--- config.mk ---
export PLATFORM = sky130hd
export DESIGN_NAME = frame_rx_top
export DESIGN_NICKNAME = d
export VERILOG_FILES = /design/src/frame_pkg.sv /design/src/frame_checker.sv /design/src/frame_fifo.sv /design/src/checksum_stripper.sv /design/src/frame_rx_top.sv
export VERILOG_INCLUDE_DIRS = /design/src
export SDC_FILE = /design/constraint.sdc
export NUM_CORES = 1
export LEC_CHECK = 0
export ABC_AREA = 1
export BUFFER_PORTS_ARGS = -buffer_cell sky130_fd_sc_hd__buf_2
export CELL_PAD_IN_SITES_DETAIL_PLACEMENT = 0
export CELL_PAD_IN_SITES_GLOBAL_PLACEMENT = 1
export CORE_MARGIN = 2
export CORE_UTILIZATION = 53
export CTS_CLUSTER_DIAMETER = 200
export DETAILED_ROUTE_END_ITERATION = 7
export GPL_TIMING_DRIVEN = 0
export PLACE_DENSITY = 0.95
export SETUP_SLACK_MARGIN = 0.3
export SYNTH_ARGS = -nofsm -noshare
export SYNTH_HDL_FRONTEND = slang
export SYNTH_HIERARCHICAL = 1
export SYNTH_SLANG_ARGS = --single-unit
--- constraint.sdc ---
create_clock -name clk -period 5.3 [get_ports clk]
set_input_delay 0.265 -clock clk [delete_from_list [all_inputs] [get_ports clk]]
set_output_delay 0.265 -clock clk [all_outputs]
set_load 0.01 [all_outputs]
--- src/frame_settings.svh ---
`ifndef FRAME_SETTINGS_SVH
`define FRAME_SETTINGS_SVH

// fifo holds 2**5 = 32 entries
`define FRAME_FIFO_ADDR_WIDTH 5

// longest good frame, checksum byte included
`define FRAME_MAX_LEN 16

`endif

--- src/frame_pkg.sv ---
`default_nettype none
`include "frame_settings.svh"

package frame_pkg;

  typedef logic [7:0] byte_t;
  typedef logic [`FRAME_FIFO_ADDR_WIDTH:0] fifo_ptr_t; // extra wrap bit
  typedef logic [4:0] frame_len_t;   // saturates at max len + 1
  typedef logic [15:0] frame_count_t;

  typedef enum logic {
    FIFO_ACCEPT,
    FIFO_DISCARD
  } fifo_state_t;

endpackage

`default_nettype wire

--- src/frame_checker.sv ---
`timescale 1ns/100ps
`default_nettype none
`include "frame_settings.svh"

module frame_checker
  import frame_pkg::*;
(
  input  logic         clk,
  input  logic         rst,
  input  byte_t        in_data,
  input  logic         in_valid,
  input  logic         in_last,
  output logic         in_ready,
  output byte_t        chk_data,
  output logic         chk_valid,
  output logic         chk_last,
  output logic         chk_bad,
  input  logic         chk_ready,
  output frame_count_t bad_frames
);

  localparam frame_len_t MAX_LEN = frame_len_t'(`FRAME_MAX_LEN);
  localparam frame_len_t LEN_SAT = frame_len_t'(`FRAME_MAX_LEN + 1);
  localparam frame_len_t MIN_LEN = frame_len_t'(2);

  byte_t      sum;      // payload bytes seen so far
  frame_len_t len;      // bytes accepted before the current one
  frame_len_t len_next;
  logic       accept;
  logic       frame_bad;

  assign in_ready = ~chk_valid | chk_ready;
  assign accept   = in_valid & in_ready;

  // stop counting once the frame is known to be too long
  assign len_next = (len == LEN_SAT) ? len : len + 1'b1;

  // only meaningful on the last byte, which carries the checksum
  assign frame_bad = (len_next < MIN_LEN) | (len_next > MAX_LEN) | (sum != in_data);

  always_ff @(posedge clk) begin
    if (rst) begin
      chk_valid  <= 1'b0;
      sum        <= '0;
      len        <= '0;
      bad_frames <= '0;
    end else begin
      if (accept) begin
        chk_valid <= 1'b1;
        if (in_last) begin
          sum <= '0;
          len <= '0;
          if (frame_bad) begin
            bad_frames <= bad_frames + 1'b1;
          end
        end else begin
          sum <= sum + in_data;
          len <= len_next;
        end
      end else if (chk_ready) begin
        chk_valid <= 1'b0; // output taken, nothing new
      end
    end
  end

  always_ff @(posedge clk) begin
    if (accept) begin
      chk_data <= in_data;
      chk_last <= in_last;
      chk_bad  <= in_last & frame_bad;
    end
  end

endmodule

`default_nettype wire

--- src/frame_fifo.sv ---
`timescale 1ns/100ps
`default_nettype none
`include "frame_settings.svh"

module frame_fifo
  import frame_pkg::*;
(
  input  logic         clk,
  input  logic         rst,
  input  byte_t        chk_data,
  input  logic         chk_valid,
  input  logic         chk_last,
  input  logic         chk_bad,
  output logic         chk_ready,
  output byte_t        fifo_data,
  output logic         fifo_valid,
  output logic         fifo_last,
  input  logic         fifo_ready,
  output frame_count_t overflow_frames
);

  localparam int AW    = `FRAME_FIFO_ADDR_WIDTH;
  localparam int DEPTH = 1 << AW;

  logic [8:0]  mem [DEPTH]; // {last, data}
  fifo_ptr_t   wr_ptr;      // end of last committed frame
  fifo_ptr_t   wr_ptr_cur;  // next write slot of the frame in progress
  fifo_ptr_t   rd_ptr;
  fifo_state_t wr_state;
  logic        full;
  logic        empty;
  logic        read;

  // drop-when-full, so the write side never stalls
  assign chk_ready = 1'b1;

  assign full  = (wr_ptr_cur[AW] != rd_ptr[AW]) &&
                 (wr_ptr_cur[AW-1:0] == rd_ptr[AW-1:0]);
  assign empty = (wr_ptr == rd_ptr); // only committed data is visible
  assign read  = (fifo_ready | ~fifo_valid) & ~empty;

  always_ff @(posedge clk) begin
    if (rst) begin
      wr_ptr          <= '0;
      wr_ptr_cur      <= '0;
      wr_state        <= FIFO_ACCEPT;
      overflow_frames <= '0;
    end else if (chk_valid) begin
      if (wr_state == FIFO_DISCARD || full) begin
        if (chk_last) begin
          wr_ptr_cur <= wr_ptr; // rewind the partial frame
          wr_state   <= FIFO_ACCEPT;
          if (!chk_bad) begin
            overflow_frames <= overflow_frames + 1'b1;
          end
        end else begin
          wr_state <= FIFO_DISCARD;
        end
      end else if (chk_last && chk_bad) begin
        wr_ptr_cur <= wr_ptr; // already counted by the checker
      end else begin
        wr_ptr_cur <= wr_ptr_cur + 1'b1;
        if (chk_last) begin
          wr_ptr <= wr_ptr_cur + 1'b1; // commit
        end
      end
    end
  end

  always_ff @(posedge clk) begin
    if (chk_valid && wr_state == FIFO_ACCEPT && !full) begin
      mem[wr_ptr_cur[AW-1:0]] <= {chk_last, chk_data};
    end
  end

  always_ff @(posedge clk) begin
    if (rst) begin
      rd_ptr <= '0;
    end else if (read) begin
      rd_ptr <= rd_ptr + 1'b1;
    end
  end

  always_ff @(posedge clk) begin
    if (read) begin
      {fifo_last, fifo_data} <= mem[rd_ptr[AW-1:0]];
    end
  end

  always_ff @(posedge clk) begin
    if (rst) begin
      fifo_valid <= 1'b0;
    end else if (fifo_ready | ~fifo_valid) begin
      fifo_valid <= ~empty;
    end
  end

endmodule

`default_nettype wire

--- src/checksum_stripper.sv ---
`timescale 1ns/100ps
`default_nettype none

module checksum_stripper
  import frame_pkg::*;
(
  input  logic         clk,
  input  logic         rst,
  input  byte_t        fifo_data,
  input  logic         fifo_valid,
  input  logic         fifo_last,
  output logic         fifo_ready,
  output byte_t        out_data,
  output logic         out_valid,
  output logic         out_last,
  input  logic         out_ready,
  output frame_count_t good_frames
);

  byte_t hold_data;
  logic  hold_full;
  logic  take;     // byte consumed from the fifo
  logic  out_xfer;

  // held byte only leaves once its successor is present
  assign out_data  = hold_data;
  assign out_valid = hold_full & fifo_valid;
  assign out_last  = fifo_last; // successor is the checksum

  assign fifo_ready = ~hold_full | out_ready;
  assign take       = fifo_valid & fifo_ready;
  assign out_xfer   = out_valid & out_ready;

  always_ff @(posedge clk) begin
    if (rst) begin
      hold_full <= 1'b0;
    end else if (take) begin
      // a last byte is the checksum and is never held
      hold_full <= ~fifo_last;
    end
  end

  always_ff @(posedge clk) begin
    if (take && !fifo_last) begin
      hold_data <= fifo_data;
    end
  end

  always_ff @(posedge clk) begin
    if (rst) begin
      good_frames <= '0;
    end else if (out_xfer && out_last) begin
      good_frames <= good_frames + 1'b1;
    end
  end

endmodule

`default_nettype wire

--- src/frame_rx_top.sv ---
`timescale 1ns/100ps
`default_nettype none

module frame_rx_top
  import frame_pkg::*;
(
  input  logic         clk,
  input  logic         rst,
  input  byte_t        in_data,
  input  logic         in_valid,
  output logic         in_ready,
  input  logic         in_last,
  output byte_t        out_data,
  output logic         out_valid,
  input  logic         out_ready,
  output logic         out_last,
  output frame_count_t bad_frames,
  output frame_count_t overflow_frames,
  output frame_count_t good_frames
);

  byte_t chk_data;
  logic  chk_valid;
  logic  chk_last;
  logic  chk_bad;
  logic  chk_ready;

  byte_t fifo_data;
  logic  fifo_valid;
  logic  fifo_last;
  logic  fifo_ready;

  frame_checker frame_checker_inst (
    .clk        (clk),
    .rst        (rst),
    .in_data    (in_data),
    .in_valid   (in_valid),
    .in_last    (in_last),
    .in_ready   (in_ready),
    .chk_data   (chk_data),
    .chk_valid  (chk_valid),
    .chk_last   (chk_last),
    .chk_bad    (chk_bad),
    .chk_ready  (chk_ready),
    .bad_frames (bad_frames)
  );

  frame_fifo frame_fifo_inst (
    .clk             (clk),
    .rst             (rst),
    .chk_data        (chk_data),
    .chk_valid       (chk_valid),
    .chk_last        (chk_last),
    .chk_bad         (chk_bad),
    .chk_ready       (chk_ready),
    .fifo_data       (fifo_data),
    .fifo_valid      (fifo_valid),
    .fifo_last       (fifo_last),
    .fifo_ready      (fifo_ready),
    .overflow_frames (overflow_frames)
  );

  checksum_stripper checksum_stripper_inst (
    .clk         (clk),
    .rst         (rst),
    .fifo_data   (fifo_data),
    .fifo_valid  (fifo_valid),
    .fifo_last   (fifo_last),
    .fifo_ready  (fifo_ready),
    .out_data    (out_data),
    .out_valid   (out_valid),
    .out_last    (out_last),
    .out_ready   (out_ready),
    .good_frames (good_frames)
  );

endmodule

`default_nettype wire

==> results of run 1 <==
-- cell type report --
cell class              count  area [um^2]
plain buffers              81          412
clock buffers              49         1080
clock inverters            25          272
fillers                  2682        12500
inverters                 109          409
multi-input cells        1199         5700
flip-flops and latches    398        11100
well taps                 442          553
repair buffers             84          566
-- cell families after synthesis --
family / after synthesis / synth area share
AO/OA/AOI/OAI: 287 / 0.0901
XOR/XNOR: 31 / 0.0154
adder cells (fa/ha/maj): 18 / 0.0132
buffers and inverters: 190 / 0.0465
flip-flops: 398 / 0.630
other: 1 / 0.000213
AND/OR/NAND/NOR: 862 / 0.204
-- report_power, final --
part           leakage [nW]  switching (mW)  internal [mW]
logic                  3.33            1.43          0.548
clock network         0.646            1.20           1.66
registers              3.52          0.0933           3.52
-- worst reg2reg max path, stage by stage, from the launching register on --
cell and delay, ps:
dfxtp_1 460, inv_1 100, buf_2 220, o21ai_1 170
nor2_2 70, nand3_4 120, nand2_1 160, inv_1 140
nand2_1 370, nor2_1 930
-- synth_stat cells, types with 17 or more instances --
cell type,instances,area [um^2]
nor2_1,336,1260
nand2_1,334,1250
edfxtp_1,315,9460
o21ai_0,154,771
nand3_1,135,676
inv_1,99,372
dfxtp_1,83,1660
a21oi_1,73,365
clkbuf_1,38,143
o211ai_1,36,270
xor2_1,24,210
buf_2,22,110
nand4_1,18,113
ha_1,17,213
-- cell usage in the layout, fill, tap and decap left out, drive strengths merged, types with 7 or more instances in the layout --
cell type | Yosys | final
clkinv | 2 | 17
nor2 | 344 | 344
o21ai | 159 | 159
dfxtp | 83 | 83
clkbuf | 39 | 88
xnor2 | 7 | 7
nand2 | 354 | 354
ha | 17 | 17
a21oi | 83 | 83
dlygate4sd3 | 0 | 9
nand4 | 18 | 18
inv | 107 | 108
buf | 42 | 117
edfxtp | 315 | 315
o211ai | 36 | 36
xor2 | 24 | 24
nand3 | 137 | 137
-- what timing repair did --
action,CTS,global route
hold buffers,9,0
hold endpoints to repair,9,0
endpoints found under the setup margin,0,0
-- state kept, by name, summed over array words and instances (netlist names), 5 cells and up --
register / count
frame_checker_inst/sum: 8
frame_checker_inst/chk_data: 8
frame_fifo_inst/fifo_data: 8
frame_fifo_inst/wr_ptr: 6
frame_fifo_inst/rd_ptr: 6
frame_checker_inst/bad_frames: 16
checksum_stripper_inst/good_frames: 16
checksum_stripper_inst/out_data: 8
frame_fifo_inst/mem: 288
frame_fifo_inst/overflow_frames: 16
frame_checker_inst/len: 5
frame_fifo_inst/wr_ptr_cur: 6
-- worst max-delay path by stage --
stage	startpoint	to	slack, ps	cells past startpoint
2_1_floorplan	frame_fifo_inst/rd_ptr[1]	frame_fifo_inst/mem[12][0]	3250	9
3_3_place_gp	frame_checker_inst/chk_last	frame_fifo_inst/overflow_frames[3]	2350	5
3_5_place_dp	frame_checker_inst/chk_last	frame_fifo_inst/overflow_frames[2]	2230	5
4_1_cts	frame_checker_inst/chk_last	frame_fifo_inst/overflow_frames[2]	2200	5
5_1_grt	frame_fifo_inst/rd_ptr[1]	frame_fifo_inst/mem[11][5]	2100	9
6_report	frame_fifo_inst/rd_ptr[1]	frame_fifo_inst/mem[11][8]	2160	9
-- per-layer routing --
metal	track usage	wire length (um)
met1	0.331	17500
met2	0.419	21300
met3	0.0470	4060
met4	0.0907	1430
met5	0	0
-- through the flow --
stage	total power, mW	utilization	std cells	cell area [um^2]
after detailed placement	5.58	0.569	2299	18500
after CTS	8.44	0.613	2382	20000
final	8.46	0.617	2387	20100
after global placement	5.52	0.569	2299	18500
after global routing	8.79	0.617	2387	20100
after floorplan	4.87	-	1787	17600
==> flow_summary.json, run 1 <==
{
  "fin_ws_ps": 2160,
  "track_usage": 0.251,
  "hold_ws_ps": 102,
  "min_period_over_period": 0.593,
  "required_ps": 5450,
  "p_leak_nw": 7.50,
  "ctsResizeCount": 0,
  "grt_antenna_before_repair": 0,
  "max_stage_delay_ps": 930,
  "wl_um": 44300,
  "critPathTopFamily": "simple AND/OR/NAND/NOR gates",
  "crit_slowest_cell": "nor2_1",
  "synthFlopType": "edfxtp_1",
  "r2r_slack_ps": 2160,
  "ys_seq_elements": 398,
  "tightestPinTransition_ps": 1290,
  "cp.arrival_ps": 3290,
  "drive_gt1_frac": 0.116,
  "cts.clk_slew.worst_paths_ps": 60,
  "maxSlewViolCount": 0,
  "dp_hpwl_um": 29600,
  "cts_buffers": 41,
  "io_buffers": 70,
  "clock_path_buffers": 3,
  "worst-path-buf-inv": 3,
  "cts_setup_buffers": 0,
  "core_area_um2": 32600,
  "synth_async_sr_flop_share": 0,
  "reg2regPathDepth": 9,
  "rows": 66,
  "drv_cap": 0,
  "start_util": 0.541,
  "cp-start-kind": "flop",
  "cp_cell_sequence": "inv_1 -> buf_2 -> o21ai_1 -> nor2_2 -> nand3_4 -> nand2_1 -> inv_1 -> nand2_1 -> nor2_1",
  "ios": 72,
  "hold_end": "checksum_stripper_inst/good_frames[11]",
  "hold_path.class": "input port to flop",
  "firstDrtPassIters": 6,
  "synth_area_um2": 17600,
  "tritoncts": "done",
  "finalClockSkew_ps": 29.5,
  "syn_to_final_growth_pct": 14.0,
  "drtIter0Drc": 1219,
  "diodes": 0,
  "die_w_um": 186,
  "fin_crit_ps": 3140,
  "dr_total_vias": 13300,
  "grt_first_pass_wirelength_um": 68200,
  "syn_avg_cell_area_um2": 9.87,
  "ys_warn_count": 6,
  "grt_max_degree": 35,
  "syn_inst": 1787,
  "dp_slack_ps": 2230,
  "worstPathMaxFanout": 10,
  "cts.sinks": 398,
  "fmax_ghz": 0.318,
  "hold_depth": 2,
  "slew_headroom": 0.141,
  "rsz0062_at_grt": "false",
  "wire_per_inst_um": 18.5,
  "critPathCaptureType": "flop",
  "syn-num-nets": 1818,
  "worstSetupPathType": "flop to flop",
  "hold_viol_final": 0,
  "ir_worst_vdd_v": 0.000210,
  "overflow": 0,
  "die_y_um": 186,
  "drc": 0,
  "synth_edf_count": 315,
  "cts_max_level": 2,
  "yosysUniqueCellTypes": 43,
  "powerDensity_nw_per_um2": 421,
  "worstHoldStart": "rst",
  "avgViaCountPerCell": 5.56,
  "status": "finished, final reports clean",
  "ant_nets": 0,
  "fin_nets": 1945,
  "finalSetupViolCount": 0,
  "cts_root_buffer": "clkbuf_16",
  "routabilityCongestion": 0.905,
  "clkLatencyLatePin_ps": 560,
  "grt_pass1_vias": 12500,
  "fin_setup_tns_ps": 0,
  "rr_startpoint": "frame_fifo_inst/rd_ptr[1]",
  "reg2reg_to": "frame_fifo_inst/mem[11][8]",
  "die_area_um2": 34800,
  "yosysSeqAreaShare": 0.630
}
Power figures use the tool's default switching activity.
==> run 2: changes to the inputs <==
--- a/config.mk
+++ b/config.mk
@@ -11,11 +11,11 @@
 export CELL_PAD_IN_SITES_DETAIL_PLACEMENT = 0
 export CELL_PAD_IN_SITES_GLOBAL_PLACEMENT = 1
 export CORE_MARGIN = 2
-export CORE_UTILIZATION = 53
+export CORE_UTILIZATION = 44
 export CTS_CLUSTER_DIAMETER = 200
 export DETAILED_ROUTE_END_ITERATION = 7
 export GPL_TIMING_DRIVEN = 0
-export PLACE_DENSITY = 0.95
+export PLACE_DENSITY = 0.87
 export SETUP_SLACK_MARGIN = 0.3
 export SYNTH_ARGS = -nofsm -noshare
 export SYNTH_HDL_FRONTEND = slang
==> constraint.sdc (replaced) <==
create_clock -name clk -period 2.8 [get_ports clk]
set_input_delay 0.14 -clock clk [delete_from_list [all_inputs] [get_ports clk]]
set_output_delay 0.14 -clock clk [all_outputs]
set_load 0.01 [all_outputs]
==> flow_summary.json, run 2 (synthesis gave the netlist of run 1 again) <==
{
  "cts_buffers": 42,
  "drtIter0Drc": 1269,
  "layout_common_cells": "329 x nand2_1, 315 x edfxtp_1, 303 x nor2_1, 154 x o21ai_0, 135 x nand3_1",
  "ant_nets": 0,
  "fmax_ghz": 0.399,
  "cp-start-kind": "flop",
  "cts.sinks": 398,
  "startpoint": "frame_fifo_inst/rd_ptr[0]",
  "die_area_um2": 41700,
  "hold_viol_final": 0,
  "worstSetupPathType": "flop to flop",
  "overflow": 0,
  "grt_first_pass_wirelength_um": 68700,
  "rr_startpoint": "frame_fifo_inst/rd_ptr[0]",
  "die_w_um": 204,
  "clock_path_buffers": 3,
  "cp.arrival_ps": 2820,
  "drive_gt1_frac": 0.144,
  "r2r_slack_ps": 290,
  "finalClockSkew_ps": 15.7,
  "firstDrtPassIters": 6,
  "worstPathMaxFanout": 10,
  "drv_cap": 0,
  "cts_root_buffer": "clkbuf_16",
  "slew_headroom": 0.104,
  "rsz0062_at_grt": "false",
  "fin_crit_ps": 2510,
  "hold_depth": 4,
  "reg2regPathDepth": 10,
  "drc": 0,
  "cts.clk_slew.worst_paths_ps": 60,
  "rows": 73,
  "avgViaCountPerCell": 5.34,
  "final_common_cell": "nand2_1",
  "cts_max_level": 2,
  "seq_area_um2": 11100,
  "grt_max_degree": 33,
  "critPathCaptureType": "flop",
  "maxSlewViolCount": 0,
  "ir_worst_vdd_v": 0.000385,
  "ios": 72,
  "routabilityCongestion": 0.884,
  "track_usage": 0.213,
  "start_util": 0.445,
  "finalSetupViolCount": 0,
  "multi_input_area_um2": 6030,
  "grt_antenna_before_repair": 0,
  "tightestPinTransition_ps": 1340,
  "hold_end": "frame_checker_inst/len[0]",
  "clkLatencyLatePin_ps": 550,
  "powerDensity_nw_per_um2": 790,
  "dr_total_vias": 13300,
  "grt_pass1_vias": 12600,
  "required_ps": 3110,
  "io_buffers": 70,
  "min_period_over_period": 0.896,
  "wl_um": 45000,
  "core_area_um2": 39600,
  "syn_to_final_growth_pct": 18.4,
  "p_leak_nw": 7.67,
  "largest_reg_flops": 288,
  "status": "finished, final reports clean",
  "wire_per_inst_um": 18.1,
  "dp_hpwl_um": 29700,
  "tritoncts": "done",
  "diodes": 0,
  "reg2reg_to": "frame_fifo_inst/fifo_data[3]",
  "fin_nets": 1965,
  "fin_setup_tns_ps": 0,
  "worstHoldStart": "in_valid",
  "hold_path.class": "input port to flop",
  "utilization": 0.527,
  "die_y_um": 204,
  "fillCellCount": 3517
}
## run 2: how the worst max path moves through the flow
stage                                                    end  slack [ps]  cells after the start
final                           frame_fifo_inst/fifo_data[3]         290                     10
after global routing            frame_fifo_inst/fifo_data[3]         290                     10
after floorplan                   frame_fifo_inst/mem[12][0]         750                      9
after detailed placement  frame_fifo_inst/overflow_frames[7]        -320                      5
after CTS                          frame_fifo_inst/mem[5][3]          10                      9
after global placement    frame_fifo_inst/overflow_frames[5]        -220                      5
## run 2: repair_timing
item                       CTS  global route
hold endpoints to repair    15             0
pin swaps                    0            14
buffers inserted             3            11
cloned                       0             4
hold buffers                11             0
setup endpoints to repair  301           293
gates resized for setup     35            47
## run 2: critical path, stage by stage, from the launching register on
cell and delay (ps):
dfxtp_1 500, inv_2 120, buf_6 180, buf_2 200
clkbuf_2 240, o21ai_0 440, o211ai_1 240, nand3_1 120
nand2_1 100, nand2_1 70, inv_1 30
## run 2: power by group
group          internal (mW)  leakage [nW]  switching, mW
registers               6.66          3.52          0.160
clock network           3.51         0.707           2.29
logic                   1.07          3.44           2.82
total                   11.2          7.67           5.27
## run 2: metrics by stage
stage | total power [mW] | worst slack, ps | cell area (um^2) | hold WS, ps | instances
after floorplan | 9.22 | 746 | 17600 | 209 | 1787
after global placement | 10.5 | -221 | 18700 | 350 | 2382
after detailed placement | 10.6 | -317 | 18700 | 354 | 2382
after CTS | 16.4 | 13.8 | 20400 | 96.1 | 2474
after global routing | 17.2 | 290 | 20900 | 155 | 2493
final | 16.5 | 292 | 20900 | 109 | 2493
## run 2: per-layer routing
layer | up-vias | track usage | share of wire
met4 | 0 | 0.0657 | 0.025
met3 | 76 | 0.0446 | 0.087
met1 | 6328 | 0.287 | 0.41
li1 | 6397 | - | -
met5 | - | 0 | 0
met2 | 509 | 0.347 | 0.47
## run 2: area by class of cell
type,count,share of cell area
clock inverters,24,0.0136
well taps,525,0.0314
repair buffers,99,0.0381
flip-flops and latches,398,0.532
plain buffers,81,0.0199
clock buffers,54,0.0559
inverters,109,0.0198
multi-input cells,1203,0.289
